## src/design/shouse_pkg.sv

```systemverilog
//////////////////////////////////////////////////////////////////////
// Shared types and codes for the bus core
//////////////////////////////////////////////////////////////////////
`default_nettype none

package shouse_pkg;

    // One byte on any CPU bus
    typedef logic [7:0] byte_t;

    // Tri-port RAM address, 2 KB
    typedef logic [10:0] tri_addr_t;

    // Key-chip register and header programming addresses
    typedef logic [2:0] key_addr_t;
    typedef logic [2:0] prog_addr_t;

    // Clock cycles lost while a bus is busy
    typedef logic [15:0] stall_cnt_t;

    // Time slots of the shared bus
    typedef enum logic [1:0] {
        SLOT_MAIN = 2'd0,
        SLOT_SND  = 2'd1,
        SLOT_MCU  = 2'd2,
        SLOT_IDLE = 2'd3
    } slot_e;

    // Debug selector codes, taken from debug_bus[7:6]
    localparam logic [1:0] DBG_RESET = 2'd0;
    localparam logic [1:0] DBG_TRI   = 2'd1;
    localparam logic [1:0] DBG_KEY   = 2'd2;
    localparam logic [1:0] DBG_STALL = 2'd3;

endpackage

`default_nettype wire

```

## src/design/shouse_dbg_mux.sv

```systemverilog
//////////////////////////////////////////////////////////////////////
// Debug byte selector driven by debug_bus[7:6]
//////////////////////////////////////////////////////////////////////
`timescale 1ns/1ps
`default_nettype none

module shouse_dbg_mux
    import shouse_pkg::*;
(
    input  logic       clk,
    input  byte_t      debug_bus,
    input  logic       reset,
    input  logic [2:0] busy,
    input  slot_e      slot,
    input  slot_e      last_writer,
    input  logic [1:0] io_mode,
    input  stall_cnt_t stall_cnt,
    output byte_t      debug_view
);

    always_comb begin
        case (debug_bus[7:6])
            DBG_RESET: debug_view = {2'd0, reset, busy, slot};
            DBG_TRI:   debug_view = {6'd0, last_writer};
            DBG_KEY:   debug_view = {6'd0, io_mode};
            // bit 0 picks the byte of the stall count
            DBG_STALL: debug_view = debug_bus[0] ? stall_cnt[7:0] : stall_cnt[15:8];
            default:   debug_view = '0;
        endcase
    end

    // Stall count shown here moves by one per busy clock
    a_stall_step: assert property (
        @(posedge clk) disable iff (reset)
        |busy |=> stall_cnt == $past(stall_cnt) + stall_cnt_t'(1)
    );

endmodule

`default_nettype wire

```

## config.mk

```make
export PLATFORM = sky130hd
export DESIGN_NAME = shouse_dbg_mux
export DESIGN_NICKNAME = d
export VERILOG_FILES = /design/src/design/shouse_pkg.sv /design/src/design/shouse_dbg_mux.sv
export SDC_FILE = /design/constraint.sdc
export NUM_CORES = 1
export LEC_CHECK = 0
export ABC_AREA = 0
export ABC_CLOCK_PERIOD_IN_PS = 1000
export BUFFER_PORTS_ARGS = -buffer_cell sky130_fd_sc_hd__buf_2
export CAP_MARGIN = 15
export CORE_AREA = 4 4 41 43
export DETAILED_ROUTE_END_ITERATION = 6
export DIE_AREA = 0 0 45 47
export PLACE_DENSITY_LB_ADDON = 0.25
export SYNTH_ARGS = -nofsm -noshare
export SYNTH_HDL_FRONTEND = slang
export SYNTH_SLANG_ARGS = --single-unit
```

## constraint.sdc

```tcl
create_clock -name vclk -period 1
set_input_delay 0.05 -clock vclk [all_inputs]
set_output_delay 0.05 -clock vclk [all_outputs]
set_load 0.05 [all_outputs]
```

======== Yosys cells after proc, flatten, opt, wreduce, memory -nomap -nowiden ========
Cells that the tools add are included.
word-level totals
  register bits ........................... 0
  bits of input ports ..................... 35
  output and inout bits ................... 8
  word-level logic and storage cells ...... 6
cells by class
  equal/unequal tests ..................... 3
  muxes and demuxes ....................... 2
  reductions and logical operators ........ 1
operators with widths
  kind                  count
  $pmux W8 S4           1
  $mux W8               1
  $eq A2 B2 Y1 const B  2
  $eq A2 B1 Y1 const B  1
  $logic_not A2 Y1      1

======== Logic depth before layout (Yosys ltp) ========
  depth after elaboration ................. 2
  depth in mapped cells ................... 3

======== Least setup slack after synthesis ========
OpenSTA, ideal clock, no wires.
  kind .................................... input to output
  from .................................... input port debug_bus[0]
  to ...................................... output port debug_view[0]
  data arrival time ....................... 1.091 ns
  required time ........................... 0.950 ns
  slack ................................... -0.141 ns
  stages on the path ...................... 3
  path buffers ............................ 1
  cells stage by stage .................... buf_6 > mux2_4 > mux4_2
on the way
  longest elaborated chain between the ends .. 2
ends and longest elaborated chain
  what                RTL line              source
  start: declaration  shouse_dbg_mux.sv:11  input byte_t debug_bus,
  $mux W8             shouse_dbg_mux.sv:27  DBG_STALL: debug_view = debug_bus[0] ? stall_cnt[7:0] : stall_cnt[15:8];
  $pmux W8 S4         shouse_dbg_mux.sv:22  case (debug_bus[7:6])
  end: declaration    shouse_dbg_mux.sv:18  output byte_t debug_view
Every way passes these cells.

======== Worst setup path in the final report ========
Same ends and word-level chain as after synthesis.

==> metrics.yaml <==
dieArea_um2: 2120
route.detailed.drc: 0
p_total_uw: 281
yosysUniqueCellTypes: 8
cp_slowest_cell: "mux4_2"
worstPathCellList: "buf_8, mux2_4, mux4_2, buf_8"
detailed_place_hpwl_um: 781
critical_path_class: "in2out"
avgSynthCellArea_um2: 10.4
finish.net_count: 95
fmax_mhz: 878
routed_wl_um: 834
period_share: 1.14
hold_viol_final: 0
worst_setup_path_end_kind: "primary output"
drv_cap: 0
tightest_slew_ns: 0.250
seqCellArea_um2: 0
required_ns: 0.95
cts_hold_buf: 0
grt_first_pass_wirelength_um: 1290
fillers: 149
post-route-min-period_ns: 1.14
vias: 319
rows: 13
cts_resized: 10
vdd_drop_max_v: 0.000201
syn_area_um2: 198
fin_setup_tns_ns: -0.264
setup-violations-final: 2
synthTopCellsByCount: "6 x mux2i_1, 3 x nor2_1, 3 x o2bb2ai_1"
ioPinCount: 43
slew_headroom: 0.835
synth_top_cell_by_area: "mux2i_1"
place_area_um2: 432
hold_ws_ns: 0.457
timing.final.ws_setup_ns: -0.139
outcome: "finished, violations left"
fp.coreArea_um2: 1300
powerDensity_nw_per_um2: 605
start_util: 0.152
post-route-cell-area_um2: 464
ys_seq_area_frac: 0
yosys-top-cells-area: "mux2i_1 30%, mux4_2 23%, mux2_4 15%"
portBuffers: 37
cts_setup_buffers: 0
synth.yosys.warnings: 0
wire_per_inst_um: 11.4
area_growth_syn_to_layout_pct: 135
place.gp.congestion: 0.638
critPathTopFamily: "multiplexers"
grt_max_degree: 7
syn_inst: 19
leakage_uw: 0.000265
ant_nets: 0
diodes: 0
antenna_found_initial: 0
drtPass1Iterations: 2
vias_per_cell: 4.37
drive_gt1_frac: 0.810
die_y_um: 47
grt-ovfl-total: 0
rsz0062_at_grt: "true"
violations: "negative setup slack"
drt-initial-drc-count: 2
clock_buffers: 0
first_global_vias: 313
cp.arrival_ns: 1.09
crit_path_frequent_cell: "buf_8"
syn_nets: 54
seq_cells: 0
die_w_um: 45
holdCritPathClass: "in2out"
crit_fanout: 3
start_kind: "primary input"
multi_input_area_um2: 205
cp.buffers_inverters: 2
synth_most_common_cell: "mux2i_1"
grt_usage: 0.0773
slew_violations: 0
synth_top_area_share: 0.304
slowest_delay_ns: 0.48
==> final timing paths <==
path / start / end / slack [ns] / cells past startpoint
worst min-delay path: busy[1] / debug_view[3] / 0.46 / 3
worst max-delay path: debug_bus[0] / debug_view[0] / -0.14 / 4
==> per-layer routing <==
layer | vias to the layer above | share of wire | track usage
met5 | - | 0 | 0
met3 | 0 | 0.22 | 0.0230
met2 | 30 | 0.42 | 0.130
met1 | 132 | 0.36 | 0.104
met4 | 0 | 0 | 0
li1 | 157 | - | -
==> cells by family (layout without fill, tap and decap cells) <==
kind of cell    after synthesis  in the layout  synth area share
compound gates                4              4             0.184
simple gates                  4              4            0.0759
buf+inv                       1             40            0.0570
mux                          10             10             0.684
==> per-stage QoR <==
step	utilization	setup slack (ns)	cells
after global placement	0.332	-0.189	73
after global routing	0.357	-0.154	73
final	0.357	-0.139	73
after CTS	0.357	-0.144	73
after floorplan	-	-0.127	19
after detailed placement	0.332	-0.198	73
==> where the power goes <==
part           internal (µW)  switching [µW]
logic                    131             150
clock network              0               0
registers                  0               0
==> layout by cell type, fill, tap and decap left out, drive strengths merged <==
master / instances
nor2: 3
o2bb2ai: 3
mux2i: 6
nand2: 1
buf: 40
mux2: 2
a2bb2o: 1
mux4: 2
==> final cells by class <==
class / instances / share of cell area
Timing Repair Buffer: 40 / 0.518
Multi-Input combinational cell: 18 / 0.442
Tap cell: 15 / 0.0404
Note: power is estimated with default switching activity, not from simulation.
