==> src/design/shouse_pkg.sv <==
//////////////////////////////////////////////////////////////////////
// Shared types and codes for the bus core
//////////////////////////////////////////////////////////////////////
`default_nettype none

package shouse_pkg;

    // One byte on any CPU bus
    typedef logic [7:0] byte_t;

    // Tri-port RAM address, 2 KB
    typedef logic [10:0] tri_addr_t;

    // Key-chip register and header programming addresses
    typedef logic [2:0] key_addr_t;
    typedef logic [2:0] prog_addr_t;

    // Clock cycles lost while a bus is busy
    typedef logic [15:0] stall_cnt_t;

    // Time slots of the shared bus
    typedef enum logic [1:0] {
        SLOT_MAIN = 2'd0,
        SLOT_SND  = 2'd1,
        SLOT_MCU  = 2'd2,
        SLOT_IDLE = 2'd3
    } slot_e;

    // Debug selector codes, taken from debug_bus[7:6]
    localparam logic [1:0] DBG_RESET = 2'd0;
    localparam logic [1:0] DBG_TRI   = 2'd1;
    localparam logic [1:0] DBG_KEY   = 2'd2;
    localparam logic [1:0] DBG_STALL = 2'd3;

endpackage

`default_nettype wire

==> src/design/shouse_key.sv <==
//////////////////////////////////////////////////////////////////////
// Key-chip registers, loaded from the ROM header, with I/O mode
//////////////////////////////////////////////////////////////////////
`timescale 1ns/1ps
`default_nettype none

module shouse_key
    import shouse_pkg::*;
(
    input  logic       clk,
    input  logic       reset,
    input  logic       cen_main,
    input  logic       key_cs,
    input  logic       brnw,
    input  key_addr_t  baddr,
    input  byte_t      bdout,
    output byte_t      key_dout,
    input  logic       prog_en,
    input  logic       prog_wr,
    input  prog_addr_t prog_addr,
    input  byte_t      prog_data,
    output logic [1:0] io_mode
);

    // Registers 6 and 7 are header-only
    localparam int CPU_REGS = 6;
    localparam int NUM_REGS = 8;

    byte_t key_regs [0:NUM_REGS-1];
    logic  cpu_wr;
    logic  cpu_rd;
    logic  hdr_wr;

    assign cpu_wr = cen_main & key_cs & ~brnw;
    assign cpu_rd = cen_main & key_cs & brnw;
    assign hdr_wr = prog_en & prog_wr;

    always_ff @(posedge clk) begin
        if (reset) begin
            for (int i = 0; i < NUM_REGS; i++) begin
                key_regs[i] <= '0;
            end
            key_dout <= '0;
        end else begin
            // Header load wins over a CPU write in the same clock
            for (int i = 0; i < NUM_REGS; i++) begin
                if (hdr_wr && prog_addr == prog_addr_t'(i)) begin
                    key_regs[i] <= prog_data;
                end else if (cpu_wr && i < CPU_REGS && baddr == key_addr_t'(i)) begin
                    key_regs[i] <= bdout;
                end
            end
            if (cpu_rd) begin
                key_dout <= key_regs[baddr];
            end
        end
    end

    // Cabinet I/O mode from the header byte
    assign io_mode = key_regs[NUM_REGS-1][1:0];

    a_io_mode_hdr_only: assert property (
        @(posedge clk) disable iff (reset) !hdr_wr |=> $stable(io_mode)
    );

endmodule

`default_nettype wire

==> config.mk <==
export PLATFORM = sky130hd
export DESIGN_NAME = shouse_key
export DESIGN_NICKNAME = d
export VERILOG_FILES = /design/src/design/shouse_pkg.sv /design/src/design/shouse_key.sv
export SDC_FILE = /design/constraint.sdc
export NUM_CORES = 1
export LEC_CHECK = 0
export BUFFER_PORTS_ARGS = -buffer_cell sky130_fd_sc_hd__buf_4
export CAP_MARGIN = 10
export CELL_PAD_IN_SITES_DETAIL_PLACEMENT = 1
export CELL_PAD_IN_SITES_GLOBAL_PLACEMENT = 1
export CORE_AREA = 2 2 93 95
export CTS_BUF_LIST = sky130_fd_sc_hd__clkbuf_16
export CTS_CLUSTER_DIAMETER = 120
export DETAILED_ROUTE_END_ITERATION = 16
export DIE_AREA = 0 0 95 97
export PLACE_DENSITY_LB_ADDON = 0.1
export SLEW_MARGIN = 30
export SYNTH_ARGS = -nofsm -noshare
export SYNTH_HDL_FRONTEND = slang
export SYNTH_SLANG_ARGS = --single-unit
==> constraint.sdc <==
create_clock -name clk -period 2.1 [get_ports clk]
set_input_delay 0.21 -clock clk [delete_from_list [all_inputs] [get_ports clk]]
set_output_delay 0.21 -clock clk [all_outputs]
set_load 0.02 [all_outputs]
**After elaboration in Yosys (flattened, before gate mapping)**

Memory sizes are Yosys's and may differ from the RTL's. A register that Yosys moved wholly into a read port is not among the register bits.
Cells that the tools add are included.

- Div/mod/pow operators: 0
- Mux-type cells: 64
- Bitwise operators: 19
- Multiply operators: 0
- Magnitude comparators: 0
- Equality and inequality tests: 12
- Shift-type cells: 0
- $add $sub $neg: 0
- Reductions and logical operators: 16

Operators with widths:

| operator | number |
|---|---|
| 8-bit two-way mux | 14 |
| 1-bit two-way mux | 50 |
| 3-bit equality test (second input constant) | 6 |
| 1-bit logical AND | 14 |
| 1-bit OR | 14 |
| 3-bit by 2-bit equality test with 1-bit output (second input constant) | 4 |
| 3-bit by 1-bit equality test with 1-bit output (second input constant) | 2 |
| 3-bit zero test | 2 |
| 1-bit bitwise AND | 4 |
| 1-bit inverter | 1 |

- Output and inout port bits: 10
- Word-level logic and storage cells: 112
- Memories: 1
- Input bits: 29
- Flip-flop bits (word level): 0
- Memory bits (read-only): 0
- Memory bits (writable): 64
- Bits in latches: 0

Memories:

| name | depth | width | rd ports | clocked after memory_dff | write ports | RTL line | source |
|---|---|---|---|---|---|---|---|
| key_regs | 8 | 8 | 2 | 1 | 8 | shouse_key.sv:29 | `byte_t key_regs [0:NUM_REGS-1];` |

**Logic depth before layout (Yosys ltp)**

- Depth in word-level cells: 8
- Depth in mapped cells: 6
- Gate-level depth less buffers: 4

**Worst setup path after synthesis**

OpenSTA, ideal clock, no wires.

- Kind: input to register
- Start point: input port reset
- End point: memory key_regs[6][0] (netlist name) (enable)
- Required time: 1725 ps
- Path buffers: 3
- Data arrival time: 1200 ps
- Slack: 525 ps
- Library setup time: 375 ps
- Stages: 4
- Cells stage by stage: buf_2 clkbuf_1 clkbuf_1 o21bai_1

RTL lines:

| what | RTL line | source |
|---|---|---|
| from (decl) | shouse_key.sv:11 | `input logic reset,` |
| to (decl) | shouse_key.sv:29 |  |

==> results.ini <==
[worst_hold_path]
worstHoldStart = prog_data[4]
hp-class = in -> reg
min_to = key_regs[2][4]$_SDFFCE_PN0P_
whs_path_depth = 3

[global_route]
grt_pass1_vias = 2842
antenna_found_initial = 0
grt_pass1_wl_mm = 16.8
grt_max_degree = 44
grt_overflow = 0
grtUsageTotal_pct = 25.7

[route]
vias = 2946
totalWireLength_mm = 11.2
drcViolationCount = 0
vias_per_cell = 5.85
first_iter_violations = 312
ant_nets = 0
wl_per_cell_um = 22.2
drtPass1Iterations = 5

[clocking]
cts_tree = built
cts_buffers = 9
clock_sinks = 72
cts_resized = 0
cts_buffer_depth = 2
clk_pin_slew_ns = 0.05
hold_buffers = 0
htree_levels = 3
clk_latency_ns = 0.34
cts_root_buf = clkbuf_16
postCtsSetupBuffers = 0

[final_layout]
fin_nets = 423
area_delta_synth_final_pct = 19.1
fillerInstances = 906
drive_gt1_share_pct = 19.8
n_antenna_cell = 0
stdcell_count = 504

[placement]
dp_cells = 488
dpl.hpwl_mm = 8.23
port_buffers = 38
gp_congestion = 0.857

[worst_setup_path]
rr_endpoint = key_dout[2]$_SDFFE_PP0P_
worstPathMaxFanout = 8
critPathCaptureType = flip-flop
rrSetupSlack_ns = 0.91
reg2reg_depth = 4
cp-start-kind = primary input
worstPathArrival_ns = 1.39
rr_startpoint = key_regs[4][2]$_SDFFCE_PN0P_
critPathKind = in -> reg
required_ns = 2.08

[synthesis]
synth_edf_count = 64
yosys_warnings = 0
yosys-top-cells-area = edfxtp_1, mux2i_1, nand2_1, a21oi_1, dfxtp_1
synth.most_common_cell = edfxtp_1
ys.flop_type = edfxtp_1
synthArstFlopShare_pct = 0
yosys.area.top_type = edfxtp_1
synth_area_per_cell_sq_um = 10.6
synth_seq_area_share_pct = 55.9
synth-seq-cells = 72
synth_nets = 381
syn-instance-count = 352
synth_common_cells = edfxtp_1, nand2_1, a21oi_1, mux2i_1, nor2_1
synth.distinct_cells = 37
syn-cell-area_sq_mm = 0.00372
synth_top_area_share_pct = 51.6

[sta]
tightestPinTransition_ns = 0.936
fmax_mhz = 706
report.final.slew_viol_count = 0
setup_tns_ns = 0
clock-skew-final_ns = 0.00609
relSlewSlack_pct = 37.5
hold_ws_ns = 0.232
min_period_ns = 1.42
final-hold-violation-count = 0
rsz0062_at_grt = no
setup_viol = 0
finalCritPeriodShare_pct = 67.4

[power_and_ir_drop]
power.leakage_nw = 1.70
ir_drop_v = 0.000388
power_density_mw_per_mm2 = 834

[die]
die_area_sq_mm = 0.00922
start_util_pct = 45.8
core-area_sq_mm = 0.00813
fp.dieH_um = 97
rows = 33
io_pins = 39
die_w_um = 95

[run]
drv_cap = 0

[run_status]
status = finished, final reports clean

==> worst max-delay path by stage <==
| stage | cells past startpoint | slack, ns | endpoint | start |
|---|---|---|---|---|
| after floorplan | 4 | 0.53 | key_regs[6][0]$_DFFE_PP_ | reset |
| final | 5 | 0.68 | key_regs[1][1]$_SDFFCE_PN0P_ | brnw |
| after CTS | 5 | 0.69 | key_regs[1][1]$_SDFFCE_PN0P_ | brnw |
| after global routing | 5 | 0.58 | key_regs[0][4]$_SDFFCE_PN0P_ | brnw |
| after detailed placement | 5 | 0.35 | key_regs[1][3]$_SDFFCE_PN0P_ | brnw |
| after global placement | 5 | 0.38 | key_regs[1][2]$_SDFFCE_PN0P_ | brnw |
==> stage by stage <==
stage | power, mW | instance area (sq um) | utilization [%] | setup slack [ns]
global placement | 2.10 | 4120 | 50.7 | 0.378
floorplan | 1.92 | 3720 | - | 0.525
global route | 3.79 | 4430 | 54.5 | 0.578
finish | 3.70 | 4430 | 54.5 | 0.684
detailed placement | 2.11 | 4120 | 50.7 | 0.349
CTS | 3.72 | 4430 | 54.5 | 0.692
==> kinds of logic (layout without fill, tap and decap cells) <==
family	count (synthesis)	after routing	share of synthesized area [%]
simple gates	140	140	18.5
compound gates	76	76	12.3
flops	72	72	55.9
mux	32	32	8.61
buf+inv	32	79	4.74
==> routing by layer <==
layer	part of all wire, %	global-route usage (%)	wire (um)	up-vias
met1	43	37.6	4770	1424
met2	48	39.5	5370	136
met4	1.5	8.14	170	0
met5	0	0	0	-
li1	-	-	-	1373
met3	8.0	3.58	894	13
==> where the power goes <==
| group | switching (mW) | internal (mW) |
|---|---|---|
| clock network | 0.583 | 1.03 |
| logic | 0.239 | 0.143 |
| registers | 0.0433 | 1.66 |
==> layout by cell type (no fill, tap or decap), drive strengths merged <==
master and instances:
and3 1, dfxtp 8, buf 55, nand3 18, nand4bb 1, o211ai 2
o21bai 2, nor2b 3, nand3b 3, bufinv 2, nor3 10, a22oi 16
or3 4, and2 1, o22ai 16, clkbuf 9, nand2 55, inv 9
nand2b 10, clkinv 2, edfxtp 64, nor2 31, mux2i 32, a21oi 32
o21ai 8, or2 2, clkinvlp 2, nor4b 1
==> layout make-up <==
cell class | count | area [sq um] | area share [%]
clock buffer | 9 | 225 | 5.08
clock inverter | 7 | 87.6 | 1.98
inverter | 8 | 30.0 | 0.677
multi-input combinational | 248 | 1460 | 33.0
sequential | 72 | 2080 | 47.0
tap | 105 | 131 | 2.96
timing repair buffer | 55 | 413 | 9.31
==> state kept, by name, indices dropped and copies added (netlist names) <==
signal and count:
key_dout 8, key_regs 64
==> worst max-delay path, cell delays in order <==
cell	delay, ns
buf_4	0.12
nand4bb_1	0.35
nor2_1	0.22
nand2_1	0.09
nand3b_1	0.40
Note: power is estimated with default switching activity, not from simulation.
