<file path="src/design/shouse_pkg.sv">
//////////////////////////////////////////////////////////////////////
// Shared types and codes for the bus core
//////////////////////////////////////////////////////////////////////
`default_nettype none

package shouse_pkg;

    // One byte on any CPU bus
    typedef logic [7:0] byte_t;

    // Tri-port RAM address, 2 KB
    typedef logic [10:0] tri_addr_t;

    // Key-chip register and header programming addresses
    typedef logic [2:0] key_addr_t;
    typedef logic [2:0] prog_addr_t;

    // Clock cycles lost while a bus is busy
    typedef logic [15:0] stall_cnt_t;

    // Time slots of the shared bus
    typedef enum logic [1:0] {
        SLOT_MAIN = 2'd0,
        SLOT_SND  = 2'd1,
        SLOT_MCU  = 2'd2,
        SLOT_IDLE = 2'd3
    } slot_e;

    // Debug selector codes, taken from debug_bus[7:6]
    localparam logic [1:0] DBG_RESET = 2'd0;
    localparam logic [1:0] DBG_TRI   = 2'd1;
    localparam logic [1:0] DBG_KEY   = 2'd2;
    localparam logic [1:0] DBG_STALL = 2'd3;

endpackage

`default_nettype wire

</file>
<file path="src/design/shouse_cen_gen.sv">
//////////////////////////////////////////////////////////////////////
// Slot sequencer for the main, sound and MCU clock enables
//////////////////////////////////////////////////////////////////////
`timescale 1ns/1ps
`default_nettype none

module shouse_cen_gen
    import shouse_pkg::*;
(
    input  logic       clk,
    input  logic       reset,
    input  logic [2:0] busy,
    output logic       cen_main,
    output logic       cen_snd,
    output logic       cen_mcu,
    output stall_cnt_t stall_cnt,
    output slot_e      slot
);

    logic  run;
    logic  stalled;
    slot_e slot_nxt;

    assign stalled = |busy;

    always_comb begin
        case (slot)
            SLOT_MAIN: slot_nxt = SLOT_SND;
            SLOT_SND:  slot_nxt = SLOT_MCU;
            SLOT_MCU:  slot_nxt = SLOT_IDLE;
            default:   slot_nxt = SLOT_MAIN;
        endcase
    end

    // Run rises one clock after reset so the main slot comes first
    always_ff @(posedge clk) begin
        if (reset) begin
            slot      <= SLOT_MAIN;
            run       <= 1'b0;
            stall_cnt <= '0;
        end else begin
            run <= 1'b1;
            if (stalled) begin
                stall_cnt <= stall_cnt + stall_cnt_t'(1);
            end else if (run) begin
                slot <= slot_nxt;
            end
        end
    end

    // No enables while the slot is frozen by busy
    assign cen_main = run && !stalled && (slot == SLOT_MAIN);
    assign cen_snd  = run && !stalled && (slot == SLOT_SND);
    assign cen_mcu  = run && !stalled && (slot == SLOT_MCU);

    a_cen_onehot0: assert property (
        @(posedge clk) disable iff (reset) $onehot0({cen_main, cen_snd, cen_mcu})
    );

endmodule

`default_nettype wire

</file>
<file path="config.mk">
export PLATFORM = sky130hd
export DESIGN_NAME = shouse_cen_gen
export DESIGN_NICKNAME = d
export VERILOG_FILES = /design/src/design/shouse_pkg.sv /design/src/design/shouse_cen_gen.sv
export SDC_FILE = /design/constraint.sdc
export NUM_CORES = 1
export LEC_CHECK = 0
export BUFFER_PORTS_ARGS = -buffer_cell sky130_fd_sc_hd__buf_4
export CAP_MARGIN = 20
export CORE_MARGIN = 8
export CORE_UTILIZATION = 25
export DETAILED_ROUTE_END_ITERATION = 8
export SLEW_MARGIN = 20
export SYNTH_ARGS = -nofsm -noshare
export SYNTH_HDL_FRONTEND = slang
export SYNTH_SLANG_ARGS = --single-unit
</file>
<file path="constraint.sdc">
create_clock -name clk -period 1.3 [get_ports clk]
set_input_delay 0.065 -clock clk [delete_from_list [all_inputs] [get_ports clk]]
set_output_delay 0.065 -clock clk [all_outputs]
set_load 0.03 [all_outputs]
</file>
== Word-level counts from Yosys, hierarchy flattened ==
Index checks and enable logic that the tools add are counted.

* Add/subtract/negate cells: 1
* $mul: 0
* Divide/modulo/power cells: 0
* Order comparisons: 0
* Equality and inequality tests: 2
* Shift operators: 0
* Mux-type cells: 2
* Bitwise logic cells: 1
* Reductions and logical operators: 8

{| class="wikitable"
|+ Operators by type and width
! kind !! count
|-
| $add A16 B1 Y16 const B || 1
|-
| $pmux W2 S3 || 1
|-
| $logic_and A1 B1 Y1 || 4
|-
| $reduce_or A3 Y1 || 1
|-
| $eq A2 B1 Y1 const B || 1
|-
| $eq A2 B2 Y1 const B || 1
|-
| $logic_not A2 Y1 || 1
|-
| $reduce_and A2 Y1 || 1
|-
| $logic_not A1 Y1 || 1
|-
| $mux W1 || 1
|-
| $not A1 Y1 || 1
|}

* Register bits: 19
* Latch bits: 0
* Bits in writable memories: 0
* Bits in read-only memories: 0
* Output and inout bits: 21
* Word-level logic and storage cells: 17
* Memories: 0

== Depth between registers and ports, before layout ==
Gate-level depths: netlist (run 1).

* Word-level depth: 4
* Mapped depth: 5

== Worst setup path before layout (run 1) ==
OpenSTA, ideal clock, no wires.

* Path kind: register -> register
* Start point: register stall_cnt[0]
* End point: register stall_cnt[15]
* Arrival time: 1,587 ps
* Data required time: 1,230 ps
* Setup slack: -358 ps
* Stages on the path, launching flop included: 5
* Buffers on the path: 0
* Clock period less this slack: 1,658 ps
* Cell sequence: dfxtp_1 nand3_1 nand2b_2 or4_1 a21oi_1

* Longest elaborated chain between the ends: 1

{| class="wikitable"
|+ Ends and longest elaborated chain
! element !! RTL line !! RTL
|-
| start: declaration || shouse_cen_gen.sv:16 || <nowiki>output stall_cnt_t stall_cnt,</nowiki>
|-
| start signal: assignment || shouse_cen_gen.sv:44 || <nowiki>stall_cnt <= stall_cnt + stall_cnt_t'(1);</nowiki>
|-
| $add A16 B1 Y16 || shouse_cen_gen.sv:44 ||
|}

Every way passes these cells.
A chain may end at the register's enable or synchronous reset.

== Worst setup path in the final report (run 1) ==
* Start point: register stall_cnt[1]
* End point: register stall_cnt[14]

Same word-level chain as after synthesis.

==> metrics.txt, run 1 <==
Synth Flop Type=dfxtp_1; port bufs=25; drt first pass iters=4; R2R setup slack=-0.03 ns; Synth area leader=dfxtp_1; Hold Buf Count CTS=0; part of the power in the clock network=~29%; via count=907; status=complete, but fails checks; Critical Path RT=1.54 ns; RSZ-0062 raised after global routing=true; MaxCap Viol Count=0; crit start category=flip-flop; Worst Setup End Kind=flip-flop; Final nets=163; Via density=4.54; Worst-Skew Late Latency=0.30 ns; most common cell in the netlist=dfxtp_1; clk sinks=19; Mapped Area=911 um^2; Ports=26; largest net degree at the start of global routing=21; Clock Skews=0.00121 ns; FILL cells=373; f_max=0.750 GHz; Ant. Diodes=0; Starting DRT DRC Count=16; DRC=0; period utilization=103%; worst setup path endpoint=stall_cnt[14]; Clock Pin Slew Worst Setup and Hold Paths=0.11 ns; ratio of cells with drive above 1 in the final layout=a little over half; routed length per instance=12.9 um; Netlist cell types=27; Final Max Slew Viols=0; Die Width=76.4 um; GRT Total Usage=8.82%; vias in the first global route=952; failing checks=setup timing; area grow syn2layout=64.7%; VDD IR-drop max=approximately 0.28 mV; RePlAce Congestion=0.785; dominant cells by area after synthesis=dfxtp_1 42%, ha_1 6.9%, xor2_1 5.8%; Power Density=693 mW/mm^2; clock buffer count from CTS=3; Cell Count, Final, Fillers Out=200; final hold violations=0; row count=22; Routed Antenna Nets=0; post-synthesis async set-or-reset flop share=0%; Seq/Total Area, Yosys=41.8%; leakage power=0.644 nW; sequential fraction of design power=57.3%; RR Startpoint=stall_cnt[1]; initial antenna violation count=0; Mapped Cells=around 100; Core ar.=about 0.0036 mm^2; Worst Path Class, Setup=flip-flop to flip-flop; Syn Area/Cell=8.84 um^2; post-synth top area share=41.8%; Synthesis Warnings=0; hpwl dp=~1900 um; die area=0.00583 mm^2; placed instance count=194; CTS tree=done; first-pass GRT wire length=around 4300 um; Final min period=1.33 ns; H-tree Lvls=1; Mapped Nets=113; post-layout util=41.9%; worst rel slew slack=80.8%; design area=approximately 0.0015 mm^2; final setup violation count=4; clock root cell=clkbuf_4; FF+latch count, synth=19; Max Buffers Root-to-Sink=2; final setup margin=-0.0341 ns; top cells by count, synth=19 x dfxtp_1, 12 x nand2_1, 11 x nor2_1, 7 x a21oi_1; reg2reg path depth=5; capturing point of the worst reg2reg path=stall_cnt[14]; worst slew pin tran=0.286 ns; Power Internal=about 760 uW; Crit. Startpoint=stall_cnt[1]; Remaining Overflow, GRT=0; Die Y=76.4 um; EDFF count, synth=0; DRT Wirelength=2590 um; critical path arrival=1.57 ns; Initial Utilization=roughly 25%; switching portion of total power=between 20 and 30%; crit path max fanout=3; Comb pwr share=13.2%; switching power=about 280 uW; HP Class=input port to flip-flop; area of placed instances=between 0.001 and 0.0015 mm^2
-- per-stage QoR --
step | setup slack [ns] | power (mW) | hold WS, ns | setup TNS (ns)
floorplan | -0.0957 | 0.665 | 0.262 | -0.193
global placement | -0.0508 | 0.723 | 0.353 | -0.113
detailed placement | -0.0506 | 0.727 | 0.354 | -0.101
CTS | -0.0549 | 1.05 | 0.0278 | -0.0568
global route | -0.0795 | 1.09 | 0.0453 | -0.562
finish | -0.0341 | 1.04 | 0.0422 | -0.0720
-- how the worst min path moves through the flow --
stage / endpoint / slack (ns) / depth (start not counted) / from
6_report: run / 0.04 / 2 / reset
5_1_grt: run / 0.05 / 2 / reset
4_1_cts: run / 0.03 / 2 / reset
3_5_place_dp: run / 0.35 / 2 / reset
3_3_place_gp: run / 0.35 / 2 / reset
2_1_floorplan: stall_cnt[1] / 0.26 / 3 / busy[2]
-- critical path, stage by stage (launching register included) --
cell and delay [ns]:
dfxtp_4 0.39, ha_4 0.14, o311a_4 0.21, nand2_2 0.05, or3_1 0.34, a21oi_1 0.15
-- layout make-up --
cell class	count	area (um^2)	share of cell area [%]
Tap cell	48	60.1	4.00
Multi-Input combinational cell	79	608	40.5
Timing Repair Buffer	47	368	24.5
Clock buffer	3	22.5	1.50
Inverter	3	11.3	0.751
Sequential cell	19	425	28.4
Clock inverter	1	5.00	0.334
-- sequential cells by signal, indices dropped and copies added (netlist names) --
register / count
run: 1
slot: 2
stall_cnt: 16
-- what timing repair did --
action                                  CTS  global route
buffers inserted                          2             1
pin swaps                                 3            11
endpoints found under the setup margin   10            11
resized for setup                        10            11
cloned                                    0             0
endpoints found under the hold margin     0             0
-- routing by layer --
layer / global-route usage [%] / share of wire, %
met2: 15.2 / 52
met3: 2.12 / 3.6
met1: 10.0 / 43
met5: 0 / 0
met4: 4.04 / 1.6
-- placed cells by master, fill, tap and decap left out, types with 2 or more instances in the layout --
| cell type | Yosys | layout |
|---|---|---|
| or3_1 | 6 | 6 |
| ha_1 | 5 | 2 |
| nand2_1 | 12 | 11 |
| dfxtp_2 | 0 | 3 |
| xor2_1 | 6 | 6 |
| buf_4 | 0 | 43 |
| nor2_1 | 11 | 11 |
| dfxtp_1 | 19 | 5 |
| xnor2_1 | 4 | 4 |
| ha_4 | 0 | 3 |
| nand3_2 | 0 | 2 |
| o21ai_0 | 3 | 3 |
| nand3_1 | 4 | 2 |
| nand4_4 | 1 | 2 |
| nand4_1 | 2 | 2 |
| dfxtp_4 | 0 | 11 |
| buf_6 | 0 | 4 |
| nor3_1 | 3 | 3 |
| and3_4 | 0 | 3 |
| inv_2 | 0 | 2 |
| a21oi_1 | 7 | 7 |
| clkbuf_4 | 0 | 3 |
-- kinds of logic (layout without fill, tap and decap cells) --
logic type / Yosys count / after routing / share of synthesized area, %
flip-flops: 19 / 19 / 41.8
XOR/XNOR: 10 / 10 / 9.61
buffers and inverters: 5 / 54 / 2.06
AO/OA/AOI/OAI: 13 / 13 / 8.24
adder cells (fa/ha/maj): 5 / 5 / 6.87
AND/OR/NAND/NOR: 51 / 51 / 31.5
-- power groups by stage --
| stage | Sequential [mW] | Clock (mW) | Combinational, mW |
|---|---|---|---|
| 2_1_floorplan | 0.627 | 0 | 0.0388 |
| 3_3_place_gp | 0.602 | 0 | 0.121 |
| 3_5_place_dp | 0.603 | 0 | 0.124 |
| 4_1_cts | 0.595 | 0.324 | 0.134 |
| 5_1_grt | 0.598 | 0.344 | 0.148 |
| 6_report | 0.595 | 0.306 | 0.138 |
Note: power is estimated with default switching activity, not from simulation.
==> inputs of run 2 (changes only) <==
--- a/constraint.sdc
+++ b/constraint.sdc
@@ -3,2 +3,2 @@
 set_output_delay 0.065 -clock clk [all_outputs]
-set_load 0.03 [all_outputs]
+set_load 0.02 [all_outputs]
==> run 2 against run 1 <==
The flow still finishes with violations (setup timing). Fmax shrank 1.6%. Combinational power shrank 12%. Critical path type unchanged. Sequential power is essentially flat. Flip-flop and latch count is the same. Largest power group unchanged. Wire length shrank 6.2%. Largest cell class unchanged. Clock skew grew 0.0079 ns. Highest routed layer unchanged. Non-clock buffer count shrank 3. Setup slack lost 0.021 ns.
==> metrics.txt, run 2 (same netlist as run 1, synthesis figures left out) <==
Die Width=approximately 76 um; Core ar.=0.00358 mm^2; Ports=26; Clock Pin Slew Worst Setup and Hold Paths=0.12 ns; Critical Path RT=1.54 ns; Ant. Diodes=0; Die Y=76.4 um; largest net degree at the start of global routing=21; hpwl dp=1940 um; Starting DRT DRC Count=30; MaxCap Viol Count=0; Worst Path Class, Setup=flip-flop to flip-flop; Final min period=1.36 ns; HP Class=input port to flip-flop; Power Density=702 mW/mm^2; Comb pwr share=11.8%; VDD IR-drop max=just over 0.3 mV; Hold Buf Count CTS=0; crit-path cells=and4_4, nand4_4, or4_4, a21oi_2; DRC=0; sequential fraction of design power=58.4%; Routed Antenna Nets=0; Power Internal=759 uW; first-pass GRT wire length=4240 um; drt first pass iters=3; status=complete, but fails checks; final setup margin=-0.0554 ns; period utilization=104%; crit path max fanout=5; Final Max Slew Viols=0; Final nets=160; ratio of cells with drive above 1 in the final layout=53.0%; clock buffer count from CTS=3; die area=0.00583 mm^2; design area=0.00146 mm^2; most frequent cells in the layout=40 x buf_4, 11 x nand2_1, 11 x nor2_1, 10 x dfxtp_4; area grow syn2layout=59.8%; WHS=0.0488 ns; switching portion of total power=25.7%; clk sinks=19; clock root cell=clkbuf_4; crit start category=flip-flop; worst slew pin tran=0.297 ns; most common cell after layout, fill and taps aside=buf_4; Largest Register=stall_cnt; Worst-Skew Late Latency=between 0.2 and 0.3 ns; RSZ-0062 raised after global routing=true; CTS tree=done; part of the power in the clock network=29.8%; RePlAce Congestion=0.711; failing checks=setup timing; row count=22; initial antenna violation count=0; port bufs=25; switching power=263 uW; worst rel slew slack=80.0%; max reg flops=16; f_max=0.738 GHz; critical path arrival=1.59 ns; Remaining Overflow, GRT=0; GRT Total Usage=8.60%; final hold violations=0; routed length per instance=between 10 and 15 um; Clock Skews=0.00909 ns; Worst Setup End Kind=flip-flop; Via density=4.38; largest registers=stall_cnt: 16 flops, slot: 2 flops, run: 1 flops; vias in the first global route=921; leakage power=0.634 nW; area of placed instances=0.00135 mm^2; crit-path max cell delay=between 0.4 and 0.5 ns; DRT Wirelength=2430 um; Initial Utilization=25.5%; final setup violation count=2; H-tree Lvls=1; via count=863; Max Buffers Root-to-Sink=2; CP max stage cell=or4_4
## run 2: what timing repair did
action,4_1_cts,5_1_grt
gates cloned,0,0
setup buffers,3,1
endpoints found under the setup margin,8,9
pin swaps,3,1
gates resized for setup,6,8
## run 2: path summary, 6_finish.rpt
check | from | depth (start not counted) | slack [ns] | end
hold / removal | reset | 2 | 0.05 | run
setup reg to reg | stall_cnt[3] | 4 | -0.06 | stall_cnt[15]
setup / recovery | stall_cnt[3] | 4 | -0.06 | stall_cnt[15]
hold reg to reg | slot[1] | 2 | 0.49 | slot[1]
## run 2: metrics by stage
step / utilization, % / setup slack [ns] / TNS (ns) / std cells / power (mW)
after floorplan: - / -0.0631 / -0.0631 / 103 / 0.667
after global placement: 37.8 / 0.000852 / 0 / 189 / 0.713
after detailed placement: 37.8 / -0.0990 / -0.0990 / 189 / 0.719
after CTS: 39.7 / -0.0789 / -0.101 / 196 / 1.03
after global routing: 40.7 / -0.0975 / -0.421 / 197 / 1.08
final: 40.7 / -0.0554 / -0.0643 / 197 / 1.02
## run 2: critical path, delay by kind of cell (launching register included)
kind               cells  cell delay (ns)
AOI/OAI and AO/OA      1             0.13
DFF                    1             0.38
and+or+nand+nor        3             0.80
## run 2: area by class of cell
type	count	area (um^2)
Clock buffer	4	26.3
Fill cell	382	2120
Inverter	3	11.3
Multi-Input combinational cell	79	589
Sequential cell	19	423
Tap cell	48	60.1
Timing Repair Buffer	44	345
## run 2: routing by layer
layer / wire (um) / track usage (%) / part of all wire, % / vias to the layer above
met3: 104 / 2.59 / 4.3 / 2
met4: 10 / 1.73 / 0.41 / 0
met1: 1020 / 9.19 / 42 / 399
met5: 0 / 0 / 0 / -
li1: - / - / - / 448
met2: 1300 / 16.1 / 53 / 14
## run 2: power by group through the flow
stage	logic (mW)	registers, mW	clock network (mW)
after CTS	0.121	0.598	0.313
after detailed placement	0.105	0.614	0
final	0.121	0.597	0.304
after global routing	0.131	0.601	0.349
after floorplan	0.0415	0.626	0
after global placement	0.101	0.612	0
